## src/mem_pkg.sv

```systemverilog
//////////////////////////////////////////////////////////////////////
// Geometry and timing of the four-bank word memory
// Bank select, row width and response latency
//////////////////////////////////////////////////////////////////////
package mem_pkg;

   // One word of a block per bank
   localparam int NUM_BANKS = 4;
   localparam int BANK_SEL_W = 2;

   // Word address, Addr[15:1] of the processor
   localparam int WADDR_W = 15;

   // Row inside a bank, word address bits 14..2
   localparam int BANK_DEPTH_W = 13;

   // Cycles from a seen req to a raised ack
   localparam int BANK_LATENCY = 2;

endpackage

```

## src/bank_collect.sv

```systemverilog
//////////////////////////////////////////////////////////////////////
// Bank collector
// ORs the bank acks, returns the read word of the addressed bank
//////////////////////////////////////////////////////////////////////
module bank_collect #(
   parameter int DATA_W = 16
) (
   input  logic                            clk,
   input  logic                            rst,
   input  logic [mem_pkg::NUM_BANKS-1:0]   bank_ack,
   input  logic [DATA_W-1:0]               bank_rdata [mem_pkg::NUM_BANKS],
   input  logic [mem_pkg::BANK_SEL_W-1:0]  bank_sel,
   output logic                            mem_ack,
   output logic [DATA_W-1:0]               mem_rdata
);
   import mem_pkg::*;

   // Select frozen while an ack is up
   logic [BANK_SEL_W-1:0] sel_q;

   assign mem_ack   = |bank_ack;
   assign mem_rdata = bank_rdata[sel_q];

   always_ff @(posedge clk) begin
      if (rst) begin
         sel_q <= '0;
      end else if (!mem_ack) begin
         sel_q <= bank_sel;
      end
   end

endmodule

```

## config.mk

```make
export PLATFORM = sky130hd
export DESIGN_NAME = bank_collect
export DESIGN_NICKNAME = d
export VERILOG_FILES = /design/src/mem_pkg.sv /design/src/bank_collect.sv
export SDC_FILE = /design/constraint.sdc
export NUM_CORES = 1
export LEC_CHECK = 0
export BUFFER_PORTS_ARGS = -buffer_cell sky130_fd_sc_hd__buf_4
export CAP_MARGIN = 20
export CORE_ASPECT_RATIO = 1.25
export CORE_MARGIN = 5
export CORE_UTILIZATION = 24
export CTS_CLUSTER_DIAMETER = 120
export DETAILED_ROUTE_END_ITERATION = 12
export PLACE_DENSITY = 0.84
export SYNTH_ARGS = -nofsm -noshare
export SYNTH_HDL_FRONTEND = slang
export SYNTH_SLANG_ARGS = --single-unit
```

## constraint.sdc

```tcl
create_clock -name clk -period 1.1 [get_ports clk]
set_input_delay 0.11 -clock clk [delete_from_list [all_inputs] [get_ports clk]]
set_output_delay 0.11 -clock clk [all_outputs]
set_load 0.05 [all_outputs]
```

==> qor.yml <==
status: "finished, violations left"
failed_checks: "setup timing"
gp_congestion: 0.8007
port_buffers: 88
postCtsSetupRepairBufs: 0
die_area_um2: 3257
cts-root-buf: "clkbuf_4"
grt_pass1_wl_um: 3774
arrival_ns: 1.43
areaGrowthSynthToFinish_pct: 153.1
critPathKind: "flip-flop to primary output"
peakVddDrop_mv: 0.5900
final_nets: 196
vias_per_cell: 4.667
finalMaxSlewViolations: 0
grt_antenna_before_repair: 0
io_pins: 89
core_area_um2: 2163
layout_min_cycle_time_ns: 1.536
crit_path_end_kind: "primary output"
ys_warn_count: 0
cts.sinks: 2
cts_max_path_buffers: 2
dr_total_vias: 714
whs_ns: 0.1525
htreeDepth: 1
finalHoldViolations: 0
holdBufCountCts: 0
die_w_um: 52.05
cts_tree: "built"
synth_seq_area_share_pct: 7.547
antenna_cells: 0
fin_skew_ns: 0
path_clk_slew_ns: 0.03
grt_setup_unrepaired: "true"
die_height_um: 62.57
critPathLaunchType: "flip-flop"
clock.fmax_mhz: 650.9
wl_per_cell_um: 15.76
start_util_pct: 24.52
grt_util_all_layers_pct: 15.41
tightest_slew_ns: 0.2614
finish.utilization_pct: 62.06
grt_pass1_vias: 813
grt-ovfl-total: 0
required_ns: 0.99
syn_nets: 102
drtIter0Drc: 7
clk_latency_ns: 0.22
ant_nets: 0
cp_max_fo: 6
min_path_type: "primary input to flip-flop"
post-route-drc-count: 0
routed_wl_um: 2411
setup_viol: 16
drive_above_1_share_pct: 93.44
yosys_register_bits: 2
numCtsBuffers: 3
syn-mean-instance-area_um2: 17.68
maxCapViolations: 0
p_leak_nw: 0.6097
period_share_pct: 139.7
layout_setup_ws_ns: -0.4364
p_per_area_nw_per_um2: 593.8
syn_inst: 30
ys_types: 11
top_regs: "sel_q x2"
largest_register_ff_count: 2
top_register: "sel_q"
max_slew_margin_pct: 82.43
first_pass_iters: 4
syn_area_um2: 530.5
grt_max_degree: 17
placementRows: 19
## final cells by class
type | count | area [µm²]
flip-flops and latches | 2 | 43.79
well taps | 31 | 38.79
inverters | 1 | 3.754
multi-input cells | 23 | 419.2
repair buffers | 93 | 814.5
clock buffers | 3 | 22.52
fillers | 180 | 820.8
## placed cells by master, fill, tap and decap left out
| cell | synthesis | layout |
|---|---|---|
| mux2i_1 | 2 | 2 |
| buf_16 | 0 | 1 |
| dfxtp_4 | 0 | 1 |
| nor4_2 | 1 | 1 |
| or2b_1 | 1 | 1 |
| nand2b_1 | 3 | 3 |
| clkbuf_4 | 0 | 3 |
| buf_12 | 1 | 2 |
| inv_1 | 1 | 1 |
| buf_8 | 0 | 2 |
| buf_6 | 1 | 15 |
| buf_4 | 0 | 73 |
| dfxtp_1 | 2 | 1 |
| mux4_2 | 9 | 16 |
## stage by stage
stage | setup TNS [ns] | worst slack (ns) | total power, mW | cell area, µm² | instances
CTS | -7.020 | -0.4577 | 0.8076 | 1339 | 153
global route | -7.523 | -0.4922 | 0.8395 | 1343 | 153
finish | -6.818 | -0.4364 | 0.7972 | 1343 | 153
global placement | -3.376 | -0.2281 | 0.5872 | 1241 | 149
floorplan | -3.737 | -0.2477 | 0.3278 | 528.0 | 30
detailed placement | -3.589 | -0.2785 | 0.5939 | 1241 | 149
## cell families (layout without fill, tap and decap cells)
logic type             count (synthesis)  in the layout  share of synthesized area, %
AND/OR/NAND/NOR                        5              5                         7.312
flip-flops                             2              2                         7.547
multiplexers                          18             18                         76.65
buffers and inverters                  5             97                         8.490
## synthesized netlist by cell type (all sizes together)
cell type	instances	area share, %
dfxtp	2	7.5
or2b	1	1.4
inv	1	0.71
buf	4	7.8
mux4	16	73
mux2i	2	3.8
nand2b	3	3.5
nor4	1	2.4
## metal layers
metal	vias up	wire length (µm)	track usage [%]
met5	-	0	0
met4	0	28	3.934
met3	4	399	5.012
met2	66	1289	30.50
met1	321	693	14.07
li1	323	-	-
## power breakdown
part	switching, mW	internal, mW	leakage [nW]
Clock	0.0412	0.120	0.0138
Sequential	0.00280	0.0730	0.0170
Combinational	0.244	0.316	0.579
Total	0.288	0.509	0.610
## critical path: stages, from the launching register on
cell,delay (ns)
dfxtp_4,0.38
buf_12,0.13
mux4_2,0.51
buf_6,0.17
## final timing paths
| check | start | endpoint | slack [ns] | depth (start not counted) |
|---|---|---|---|---|
| worst min register to register | sel_q[1] | sel_q[1] | 0.50 | 2 |
| worst max-delay path | sel_q[0] | mem_rdata[14] | -0.44 | 3 |
| worst max register to register | sel_q[0] | sel_q[0] | 0.19 | 3 |
| worst min-delay path | rst | sel_q[0] | 0.15 | 3 |
## what timing repair did
| action | 4_1_cts | 5_1_grt |
|---|---|---|
| endpoints found under the setup margin | 16 | 16 |
| pin swaps | 0 | 0 |
| resized for setup | 26 | 1 |
| gates cloned | 1 | 0 |
Power figures use the tool's default switching activity.
