$ cat config.mk
export PLATFORM = sky130hd
export DESIGN_NAME = cache_array
export DESIGN_NICKNAME = d
export VERILOG_FILES = /design/src/cache_pkg.sv /design/src/cache_array.sv
export SDC_FILE = /design/constraint.sdc
export NUM_CORES = 2
export LEC_CHECK = 0
export BUFFER_PORTS_ARGS = -buffer_cell sky130_fd_sc_hd__buf_2
export CAP_MARGIN = 20
export CORE_MARGIN = 5
export CORE_UTILIZATION = 60
export CTS_CLUSTER_SIZE = 14
export DETAILED_ROUTE_END_ITERATION = 8
export GPL_ROUTABILITY_DRIVEN = 0
export PLACE_DENSITY_LB_ADDON = 0.05
export SLEW_MARGIN = 20
export SYNTH_ARGS = -nofsm -noshare
export SYNTH_HDL_FRONTEND = slang
export SYNTH_SLANG_ARGS = --single-unit
export TNS_END_PERCENT = 20
$ cat constraint.sdc
create_clock -name clk -period 5.5 [get_ports clk]
set_input_delay 0.55 -clock clk [delete_from_list [all_inputs] [get_ports clk]]
set_output_delay 0.55 -clock clk [all_outputs]
set_load 0.005 [all_outputs]
$ cat src/cache_pkg.sv
//////////////////////////////////////////////////////////////////////
// Cache geometry for the direct-mapped data cache
// Address split into tag, index and word offset
// State encoding of the cache controller FSM
//////////////////////////////////////////////////////////////////////
package cache_pkg;

   // Processor side widths
   localparam int ADDR_W = 16;
   localparam int WORD_W = 16;

   // Addr[2:0] is the byte offset, bit 0 unused
   localparam int OFFSET_W = 3;
   // Addr[7:3] selects one of 32 lines
   localparam int INDEX_W = 5;
   // Addr[15:8]
   localparam int TAG_W = 8;

   localparam int WORDS_PER_BLOCK = 4;

   // Controller states
   typedef enum logic [2:0] {
      IDLE,
      COMP,
      WB_REQ,
      WB_REL,
      FILL_REQ,
      FILL_REL,
      FINISH,
      ERR
   } ctrl_state_t;

endpackage

$ cat src/cache_array.sv
//////////////////////////////////////////////////////////////////////
// Direct-mapped cache storage
// Tag, valid and dirty per line, four data words per line
// Combinational tag compare and word read
//////////////////////////////////////////////////////////////////////
module cache_array (
   input  logic                          clk,
   input  logic                          rst,
   input  logic [cache_pkg::INDEX_W-1:0] index,
   input  logic [cache_pkg::TAG_W-1:0]   tag,
   input  logic [cache_pkg::OFFSET_W-2:0] word,
   input  logic [cache_pkg::WORD_W-1:0]  wdata,
   input  logic                          write,
   input  logic                          fill,
   input  logic                          set_dirty,
   output logic                          hit,
   output logic                          dirty,
   output logic [cache_pkg::TAG_W-1:0]   victim_tag,
   output logic [cache_pkg::WORD_W-1:0]  rdata
);
   import cache_pkg::*;

   // Per-line status bits
   logic [2**INDEX_W-1:0] valid_q;
   logic [2**INDEX_W-1:0] dirty_q;

   // Tag and data storage
   logic [TAG_W-1:0]  tag_mem [2**INDEX_W];
   logic [WORD_W-1:0] data_mem [2**INDEX_W][WORDS_PER_BLOCK];

   // Lookup of the addressed line
   assign hit        = valid_q[index] && (tag_mem[index] == tag);
   assign dirty      = dirty_q[index];
   assign victim_tag = tag_mem[index];
   assign rdata      = data_mem[index][word];

   // Valid and dirty bookkeeping
   always_ff @(posedge clk) begin
      if (rst) begin
         valid_q <= '0;
         dirty_q <= '0;
      end else if (write) begin
         // Refill word, line becomes clean and valid
         if (fill) begin
            valid_q[index] <= 1'b1;
            dirty_q[index] <= 1'b0;
         end
         // Store from the processor
         if (set_dirty) begin
            dirty_q[index] <= 1'b1;
         end
      end
   end

   // Word write, tag load on refill
   always_ff @(posedge clk) begin
      if (write) begin
         data_mem[index][word] <= wdata;
         if (fill) begin
            tag_mem[index] <= tag;
         end
      end
   end

endmodule

==> run_results.csv <==
group,metric,value,unit
global_routing,antenna_found_initial,7,
critical_path,cpMostUsedCell,"buf_12",
clock_network,cts_setup_buffers,0,
route,first_iter_violations,5580,
critical_path,start_kind,"input pin",
pwr,switching_share,0.207,
floorplan,initial_utilization,0.602,
critical_path,reg2reg_slack,4.85,ns
finish,final_cells,6638,
pwr,p_seq_frac,0.540,
clock_network,worstSkewPairLatency,0.83,ns
sta,fin_skew,0,ns
global_routing,grt_pass1_wl,336000,um
yosys,synth_common_cells,"2,304 x edfxtp_1, 568 x mux4_2, 233 x nor2_1",
sta,slew-limit-headroom,0.181,
global_routing,grt_max_degree,88,
yosys,yosys_warnings,0,
min_path,holdCritPathClass,"in2reg",
yosys,synth_area,0.0900,mm2
global_routing,gr-usage-met1,0.446,
sta,hold_viol,0,
yosys,syn-mean-instance-area,22.0,um2
critical_path,r2r-end,"dirty_q[21]$_SDFFE_PP0P_",
clock_network,clk_pin_slew,0.06,ns
yosys,synth_area_leaders,"edfxtp_1 77%, mux4_2 14%, a22oi_1 1.8%",
place,placement.io_buffers,61,
pwr,pwr_density_cell,362,mW/mm2
yosys,synth-edff-count,2304,
sta,min_period,5.21,ns
pwr,p_sw,7640,uW
sta,finalSetupViolCount,0,
run_status,status,"finished, final reports clean",
sta,clock.fmax,0.192,GHz
sta,rsz0062_at_grt,"false",
clock_network,cts-root-buf,"clkbuf_16",
sta,finalCritPeriodShare,0.948,
yosys,ys_ff_latch,2368,
floorplan,die_area,0.158,mm2
critical_path,cp_data_required_time,4.95,ns
route,vias,45100,
critical_path,crit_fanout,55,
floorplan,core,0.149,mm2
floorplan,die_h,397,um
critical_path,worstReg2RegStart,"dirty_q[21]$_SDFFE_PP0P_",
clock_network,cts-htree-levels,4,
yosys,yosysUniqueCellTypes,44,
finish,seq_area,0.0705,mm2
route,avgRoutedWirePerCell,35.5,um
clock_network,cts.path.max_buffers,3,
route,drtPass1Iterations,6,
yosys,synth_top_flop_cell,"edfxtp_1",
yosys,synthCells,4082,
yosys,synth.most_common_cell,"edfxtp_1",
route,viasPerCell,6.79,
place,place_hpwl,142000,um
global_routing,grt_pass1_vias,44600,
critical_path,reg2reg_depth,2,
sta,setup_ws,0.286,ns
floorplan,die_w,397,um
sta,worstMarginPinSlew,1.22,ns
route,antenna_left,0,
critical_path,worstSetupPathType,"in2out",
min_path,worstHoldStart,"tag[4]",
pwr,power_frac_clock,0.411,
global_routing,met2_usage,0.475,
critical_path,slowest_stage,"o21ai_1",
global_routing,grt_use_total,0.303,
yosys,syn_nets,4118,
pwr,leakagePower,0.0318,uW
floorplan,io_pins,62,
clock_network,ctsResizeCount,0,
clock_network,hold_buffers,0,
sta,slew_viol_final,0,
yosys,synth-async-reset-ratio,0,
global_routing,busiest_layer,"met2",
min_path,min_path_cells,1,
finish,drive_gt1_frac,0.287,
finish,final_util,0.681,
pwr,combPwrFrac,0.049,
critical_path,path_cells,"buf_8 -> buf_12 -> buf_12 -> buf_4 -> mux4_2 -> a22oi_1 -> nand4_1 -> o21ai_1 -> o21ai_0 -> buf_2",
global_routing,use_met3,0.0609,
pwr,power,36800,uW
yosys,yosys.area.top_type,"edfxtp_1",
global_routing,grt-ovfl-total,0,
finish,multi_input_area,0.0185,mm2
yosys,ys_seq_area_frac,0.783,
sta,tns,0,ns
critical_path,critical-path-max-stage-delay,0.68,ns
yosys,synth.top_cell.area_share,0.769,
min_path,whs_endpoint,"tag_mem[23][4]$_DFFE_PP_",
finish,nFillCells,9390,
place,post-place-cells,6224,
clock_network,cts_sinks,2368,
flow_run,drv_cap,0,
place,pre_cts_ws,0.0203,ns
clock_network,cts_tree,"yes",
clock_network,cts_buffers,224,
route,drcViolationCount,0,
finish,syn2layout_area_growth,13.1,%
route,wl,236000,um
pwr,p_int,29200,uW
critical_path,endpoint_kind,"output pin",
critical_path,arrival,4.66,ns
pwr,ir_drop,0.298,mV
floorplan,row_count,142,
finish,fin_nets,4471,
cell families (layout without fill, tap and decap cells):
| group | after synthesis | count (layout) | share of synthesized area |
|---|---|---|---|
| compound gates | 418 | 418 | 0.0329 |
| xor+xnor | 7 | 7 | 0.000681 |
| buf+inv | 257 | 795 | 0.0138 |
| flops | 2368 | 2368 | 0.783 |
| mux | 616 | 616 | 0.148 |
| other cells | 0 | 2 | 0 |
| simple gates | 416 | 416 | 0.0219 |
cell type report:
class / count / area share
Inverter: 1 / 0.0000369
Multi-Input combinational cell: 1457 / 0.181
Clock inverter: 122 / 0.0107
Clock buffer: 289 / 0.0596
Sequential cell: 2368 / 0.693
Antenna cell: 2 / 0.0000492
Tap cell: 2016 / 0.0248
Timing Repair Buffer: 383 / 0.0309
routing by layer:
layer / vias to the layer above / wire, um
met5: - / 0
met4: 0 / 7700
met3: 371 / 23400
met2: 2533 / 113000
met1: 24100 / 91300
li1: 18100 / -
flip-flops by register name, indices dropped and copies added (netlist names):
register / cells
tag_mem: 256
data_mem: 2048
valid_q: 32
dirty_q: 32
power by group through the flow:
| stage | registers [uW] | clock network, uW | logic (uW) |
|---|---|---|---|
| after floorplan | 20300 | 0 | 892 |
| after global placement | 20300 | 0 | 1790 |
| after detailed placement | 20300 | 0 | 1810 |
| after CTS | 19900 | 15300 | 1820 |
| after global routing | 19900 | 16100 | 1890 |
| final | 19900 | 15100 | 1810 |
cells in the final DEF, fill, tap and decap left out, types with 43 or more instances in the layout:
master	Yosys	final
a22oi_1	218	218
buf_2	132	43
buf_4	13	309
clkbuf_1	92	52
clkbuf_16	0	232
clkinv_1	0	60
dfxtp_1	64	64
edfxtp_1	2304	2304
mux2i_1	48	48
mux4_2	568	568
nand4_1	71	71
nor2_1	233	175
nor2_2	0	57
o21ai_0	64	62
how the worst max path moves through the flow:
stage	slack, ns	endpoint	start
after CTS	0.03	rdata[11]	index[0]
after global placement	-0.006	rdata[11]	index[0]
after detailed placement	0.02	rdata[11]	index[0]
after floorplan	2.48	data_mem[20][0]$_DFFE_PP_	index[0]
final	0.29	rdata[11]	index[0]
after global routing	0.15	rdata[11]	index[0]
through the flow:
step	hold WS (ns)	area, um2
6_report	0.259	102000
5_1_grt	0.256	102000
4_1_cts	0.226	102000
3_5_place_dp	0.455	94600
3_3_place_gp	0.444	94600
2_1_floorplan	0.435	90000
worst max-delay path, delay by kind of cell:
family                 cells  cell delay, ns
AOI/OAI and AO/OA          3            1.58
buffers and inverters      5            1.57
muxes                      1            0.51
and+or+nand+nor            1            0.33
No activity file was read; power rests on OpenSTA's default activity.
