===== config.mk =====
export PLATFORM = sky130hd
export DESIGN_NAME = cache_ctrl
export DESIGN_NICKNAME = d
export VERILOG_FILES = /design/src/cache_pkg.sv /design/src/mem_pkg.sv /design/src/cache_ctrl.sv
export SDC_FILE = /design/constraint.sdc
export NUM_CORES = 1
export LEC_CHECK = 0
export ABC_AREA = 1
export BUFFER_PORTS_ARGS = -buffer_cell sky130_fd_sc_hd__clkbuf_2
export CORE_MARGIN = 2
export CORE_UTILIZATION = 28
export CTS_CLUSTER_DIAMETER = 50
export DETAILED_ROUTE_END_ITERATION = 6
export PLACE_DENSITY_LB_ADDON = 0.12
export SLEW_MARGIN = 20
export SYNTH_ARGS = -nofsm -noshare
export SYNTH_HDL_FRONTEND = slang
export SYNTH_SLANG_ARGS = --single-unit

===== constraint.sdc =====
create_clock -name clk -period 1.4 [get_ports clk]
set_input_delay 0.28 -clock clk [delete_from_list [all_inputs] [get_ports clk]]
set_output_delay 0.28 -clock clk [all_outputs]
set_load 0.02 [all_outputs]

===== src/cache_pkg.sv =====
//////////////////////////////////////////////////////////////////////
// Cache geometry for the direct-mapped data cache
// Address split into tag, index and word offset
// State encoding of the cache controller FSM
//////////////////////////////////////////////////////////////////////
package cache_pkg;

   // Processor side widths
   localparam int ADDR_W = 16;
   localparam int WORD_W = 16;

   // Addr[2:0] is the byte offset, bit 0 unused
   localparam int OFFSET_W = 3;
   // Addr[7:3] selects one of 32 lines
   localparam int INDEX_W = 5;
   // Addr[15:8]
   localparam int TAG_W = 8;

   localparam int WORDS_PER_BLOCK = 4;

   // Controller states
   typedef enum logic [2:0] {
      IDLE,
      COMP,
      WB_REQ,
      WB_REL,
      FILL_REQ,
      FILL_REL,
      FINISH,
      ERR
   } ctrl_state_t;

endpackage


===== src/mem_pkg.sv =====
//////////////////////////////////////////////////////////////////////
// Geometry and timing of the four-bank word memory
// Bank select, row width and response latency
//////////////////////////////////////////////////////////////////////
package mem_pkg;

   // One word of a block per bank
   localparam int NUM_BANKS = 4;
   localparam int BANK_SEL_W = 2;

   // Word address, Addr[15:1] of the processor
   localparam int WADDR_W = 15;

   // Row inside a bank, word address bits 14..2
   localparam int BANK_DEPTH_W = 13;

   // Cycles from a seen req to a raised ack
   localparam int BANK_LATENCY = 2;

endpackage


===== src/cache_ctrl.sv =====
//////////////////////////////////////////////////////////////////////
// Cache controller FSM
// Hit and miss handling, write-back of dirty victims, block refill
// Four-phase req/ack master towards the banked memory
//////////////////////////////////////////////////////////////////////
module cache_ctrl (
   input  logic                            clk,
   input  logic                            rst,
   input  logic                            rd,
   input  logic                            wr,
   input  logic [cache_pkg::ADDR_W-1:0]    addr,
   input  logic [cache_pkg::WORD_W-1:0]    data_in,
   output logic                            done,
   output logic                            stall,
   output logic                            cache_hit,
   output logic                            err,
   output logic [cache_pkg::WORD_W-1:0]    data_out,
   output logic [cache_pkg::INDEX_W-1:0]   arr_index,
   output logic [cache_pkg::TAG_W-1:0]     arr_tag,
   output logic [cache_pkg::OFFSET_W-2:0]  arr_word,
   output logic [cache_pkg::WORD_W-1:0]    arr_wdata,
   output logic                            arr_write,
   output logic                            arr_fill,
   output logic                            arr_set_dirty,
   input  logic                            arr_hit,
   input  logic                            arr_dirty,
   input  logic [cache_pkg::TAG_W-1:0]     arr_victim_tag,
   input  logic [cache_pkg::WORD_W-1:0]    arr_rdata,
   output logic                            mem_req,
   output logic                            mem_we,
   output logic [mem_pkg::WADDR_W-1:0]     mem_waddr,
   output logic [cache_pkg::WORD_W-1:0]    mem_wdata,
   input  logic                            mem_ack,
   input  logic [cache_pkg::WORD_W-1:0]    mem_rdata
);
   import cache_pkg::*;
   import mem_pkg::*;

   ctrl_state_t state, state_nx;

   // Word counter for write-back and refill
   logic [OFFSET_W-2:0] cnt;
   // Request kind and hit result of COMP
   logic op_wr;
   logic hit_q;
   logic last_word;
   logic in_wb;

   assign last_word = (cnt == '1);
   assign in_wb     = (state == WB_REQ) || (state == WB_REL);

   // Processor side
   assign done      = (state == FINISH);
   assign cache_hit = (state == FINISH) && hit_q;
   assign err       = (state == ERR);
   assign stall     = (state == COMP) || in_wb ||
                      (state == FILL_REQ) || (state == FILL_REL);
   assign data_out  = arr_rdata;

   // Line address straight from the held request
   assign arr_index = addr[OFFSET_W +: INDEX_W];
   assign arr_tag   = addr[ADDR_W-1 -: TAG_W];

   // Memory side, victim tag during write-back
   assign mem_req   = (state == WB_REQ) || (state == FILL_REQ);
   assign mem_we    = (state == WB_REQ);
   assign mem_wdata = arr_rdata;
   assign mem_waddr = {(in_wb ? arr_victim_tag : arr_tag), arr_index, cnt};

   always_comb begin
      // Block transfers walk the line, otherwise the requested word
      arr_word      = addr[OFFSET_W-1:1];
      arr_wdata     = data_in;
      arr_write     = 1'b0;
      arr_fill      = 1'b0;
      arr_set_dirty = 1'b0;
      case (state)
         WB_REQ, WB_REL, FILL_REL: begin
            arr_word = cnt;
         end
         FILL_REQ: begin
            arr_word  = cnt;
            arr_wdata = mem_rdata;
            // Install the returned word on ack
            arr_write = mem_ack;
            arr_fill  = mem_ack;
         end
         FINISH: begin
            // Pending store lands here, hit or miss
            arr_write     = op_wr;
            arr_set_dirty = op_wr;
         end
         default: ;
      endcase
   end

   // Next state
   always_comb begin
      state_nx = state;
      case (state)
         IDLE: begin
            if (rd && wr) begin
               state_nx = ERR;
            end else if (rd || wr) begin
               state_nx = COMP;
            end
         end
         COMP: begin
            if (arr_hit) begin
               state_nx = FINISH;
            end else if (arr_dirty) begin
               state_nx = WB_REQ;
            end else begin
               state_nx = FILL_REQ;
            end
         end
         WB_REQ: if (mem_ack) state_nx = WB_REL;
         WB_REL: if (!mem_ack) state_nx = last_word ? FILL_REQ : WB_REQ;
         FILL_REQ: if (mem_ack) state_nx = FILL_REL;
         FILL_REL: if (!mem_ack) state_nx = last_word ? FINISH : FILL_REQ;
         FINISH: state_nx = IDLE;
         default: state_nx = ERR;
      endcase
   end

   always_ff @(posedge clk) begin
      if (rst) begin
         state <= IDLE;
         cnt   <= '0;
         op_wr <= 1'b0;
         hit_q <= 1'b0;
      end else begin
         state <= state_nx;
         if (state == IDLE) begin
            op_wr <= wr;
         end
         if (state == COMP) begin
            hit_q <= arr_hit;
            cnt   <= '0;
         end
         // Advance once the ack has dropped, wraps to 0 after word 3
         if (((state == WB_REL) || (state == FILL_REL)) && !mem_ack) begin
            cnt <= cnt + 1'b1;
         end
      end
   end

endmodule


==> results.sh <==
export IMPL_status="complete, but fails checks"
export IMPL_violations="negative setup slack"
export IMPL_slew_viol_final=0
export IMPL_final_antenna_net_count=0
export IMPL_end_kind="output pin"
export IMPL_ios=166
export IMPL_start_kind="flip-flop"
export IMPL_worst_slack_ns=-0.330
export IMPL_synthesis_nets=250
export IMPL_synth_avg_cell_area_sq_um=7.23
export IMPL_min_period_over_period=1.24
export IMPL_pwr_density_cell_mw_per_mm2=2070
export IMPL_synth_top_cell_area_share=0.305
export IMPL_tightestPinTransition_ns=0.238
export IMPL_antenna_found_initial=0
export IMPL_coreArea_sq_mm=0.00429
export IMPL_cts_buffers=3
export IMPL_grt_overflow_total=0
export IMPL_area_growth_pct=58.8
export IMPL_nets=326
export IMPL_synth_top_cell_by_area="buf_4"
export IMPL_drive_gt1_frac=0.743
export IMPL_clkTransAtPathRegs_ns=0.05
export IMPL_cts_root_buf="clkbuf_8"
export IMPL_antenna_cells=0
export IMPL_hold_viol=0
export IMPL_power_total_uw=4030
export IMPL_ys_ff_latch=7
export IMPL_dp_hpwl_mm=2.79
export IMPL_finClkSkew_ns=0.00431
export IMPL_cp_arrival_ns=1.45
export IMPL_preCtsSetupSlack_ns=-0.171
export IMPL_synthCells=170
export IMPL_totalWireLength_mm=3.46
export IMPL_min_path_type="in -> reg"
export IMPL_ys_types=19
export IMPL_grt_setup_unrepaired="yes"
export IMPL_yosys_warnings=0
export IMPL_cts_sinks=7
export IMPL_port_buffers=101
export IMPL_die_h_um=70.2
export IMPL_drc=0
export IMPL_placed_area_sq_mm=0.00156
export IMPL_cp_max_fo=8
export IMPL_worstPathRequired_ns=1.12
export IMPL_gp_congestion=0.735
export IMPL_ir_drop_uv=649
export IMPL_synth_area_leaders="buf_4 (31%), mux2_2 (16%), dfxtp_1 (11%)"
export IMPL_grt_first_pass_wirelength_mm=5.28
export IMPL_dp_cells=285
export IMPL_yosysSeqAreaShare=0.114
export IMPL_path_class="reg -> out"
export IMPL_cts_buffer_depth=2
export IMPL_grt_max_degree=18
export IMPL_initial_core_util=0.286
export IMPL_setup_viol=35
export IMPL_syn_area_sq_mm=0.00123
export IMPL_slew_headroom=0.841
export IMPL_firstDrtPassIters=4
export IMPL_track_usage=0.131
export IMPL_min_period_ns=1.73
export IMPL_htreeDepth=1
export IMPL_insertion_delay_ns=0.24
export IMPL_die_w_um=70.2
export IMPL_drtIter0Drc=13
export IMPL_vias=1333
export IMPL_cts_tree="built"
export IMPL_vias_per_cell=4.49
export IMPL_final_cells=297
export IMPL_fmax_mhz=578
export IMPL_drv_cap=0
export IMPL_rows=24
export IMPL_wire_per_inst_um=11.6
export IMPL_dieArea_sq_mm=0.00493
export IMPL_final_area_sq_mm=0.00195
export IMPL_grt_pass1_vias=1311
export IMPL_p_leak_uw=0.00107
[power by group]
group          switching (uW)  internal (uW)  leakage, uW
Clock                     104            198    0.0000228
Sequential                120            302    0.0000594
Combinational            1640           1670     0.000986
Total                    1860           2170      0.00107
[registers in the layout, summed over array words and instances (netlist names)]
name,cells
state,3
op_wr,1
hit_q,1
cnt,2
[per-layer routing]
layer,vias up,share of wire,track usage
li1,651,-,-
met1,570,0.33,0.117
met2,97,0.52,0.261
met3,15,0.12,0.0274
met4,0,0.028,0.0769
met5,-,0,0
[worst max-delay path: stages (launching register included)]
cell and delay, ns:
dfxtp_4 0.38, nor2_4 0.12, nand2_4 0.09, clkbuf_16 0.18, mux2_4 0.31, buf_6 0.13
[worst paths after layout]
kind                            cells past startpoint                  start               endpoint  slack, ns
worst max-delay path                                5  state[1]$_SDFFE_PP0P_          arr_wdata[14]      -0.33
worst min-delay path                                2                    rst    cnt[1]$_SDFFE_PP0P_       0.22
worst max register to register                      8  state[1]$_SDFFE_PP0P_  state[0]$_SDFFE_PP0P_       0.03
worst min register to register                      2     hit_q$_SDFFE_PP0P_     hit_q$_SDFFE_PP0P_       0.48
[layout by cell type (no fill, tap or decap), drive strengths merged]
cell,n
nand2,28
dfxtp,7
mux2,24
buf,43
nand3,11
o21ai,7
nor2,17
ha,1
clkbuf,85
a21oi,4
inv,15
o22ai,1
nand4,2
[area by class of cell]
cell class,instances,area (sq um)
clock buffers,4,45.0
fillers,420,2340
inverters,15,63.8
multi-input cells,95,758
flip-flops and latches,7,151
well taps,52,65.1
repair buffers,124,867
[cells in the mapped netlist]
cell type   n
nand3_1     9
inv_2       1
o21ai_0     7
nand2_1    26
nor2_1     16
buf_2       1
nand2_2     2
o22ai_1     1
buf_6       2
a21oi_1     4
nand4_1     2
dfxtp_1     7
buf_4      50
nor2_4      1
mux2_4      7
inv_1      14
nand3_2     2
ha_1        1
mux2_2     17
[per-stage QoR]
stage          TNS, ns  hold slack [ns]  utilization
4_1_cts          -9.35            0.218        0.413
5_1_grt         -10.53            0.225        0.454
6_report         -9.10            0.216        0.454
3_3_place_gp     -3.82            0.461        0.363
2_1_floorplan    -1.28            0.349            -
3_5_place_dp     -3.66            0.457        0.363
[cells by family after synthesis]
family	Yosys count	synth area share
multiplexers	24	0.241
buffers and inverters	68	0.374
AO/OA/AOI/OAI	12	0.0499
flip-flops	7	0.114
AND/OR/NAND/NOR	58	0.211
adder cells (fa/ha/maj)	1	0.0102
[timing repair]
item	in CTS	in global routing
endpoints found under the setup margin	35	37
hold buffers	0	0
pin swaps	3	3
cloned	0	1
gates resized for setup	39	57
setup buffers	4	4
Note: power is estimated with default switching activity, not from simulation.
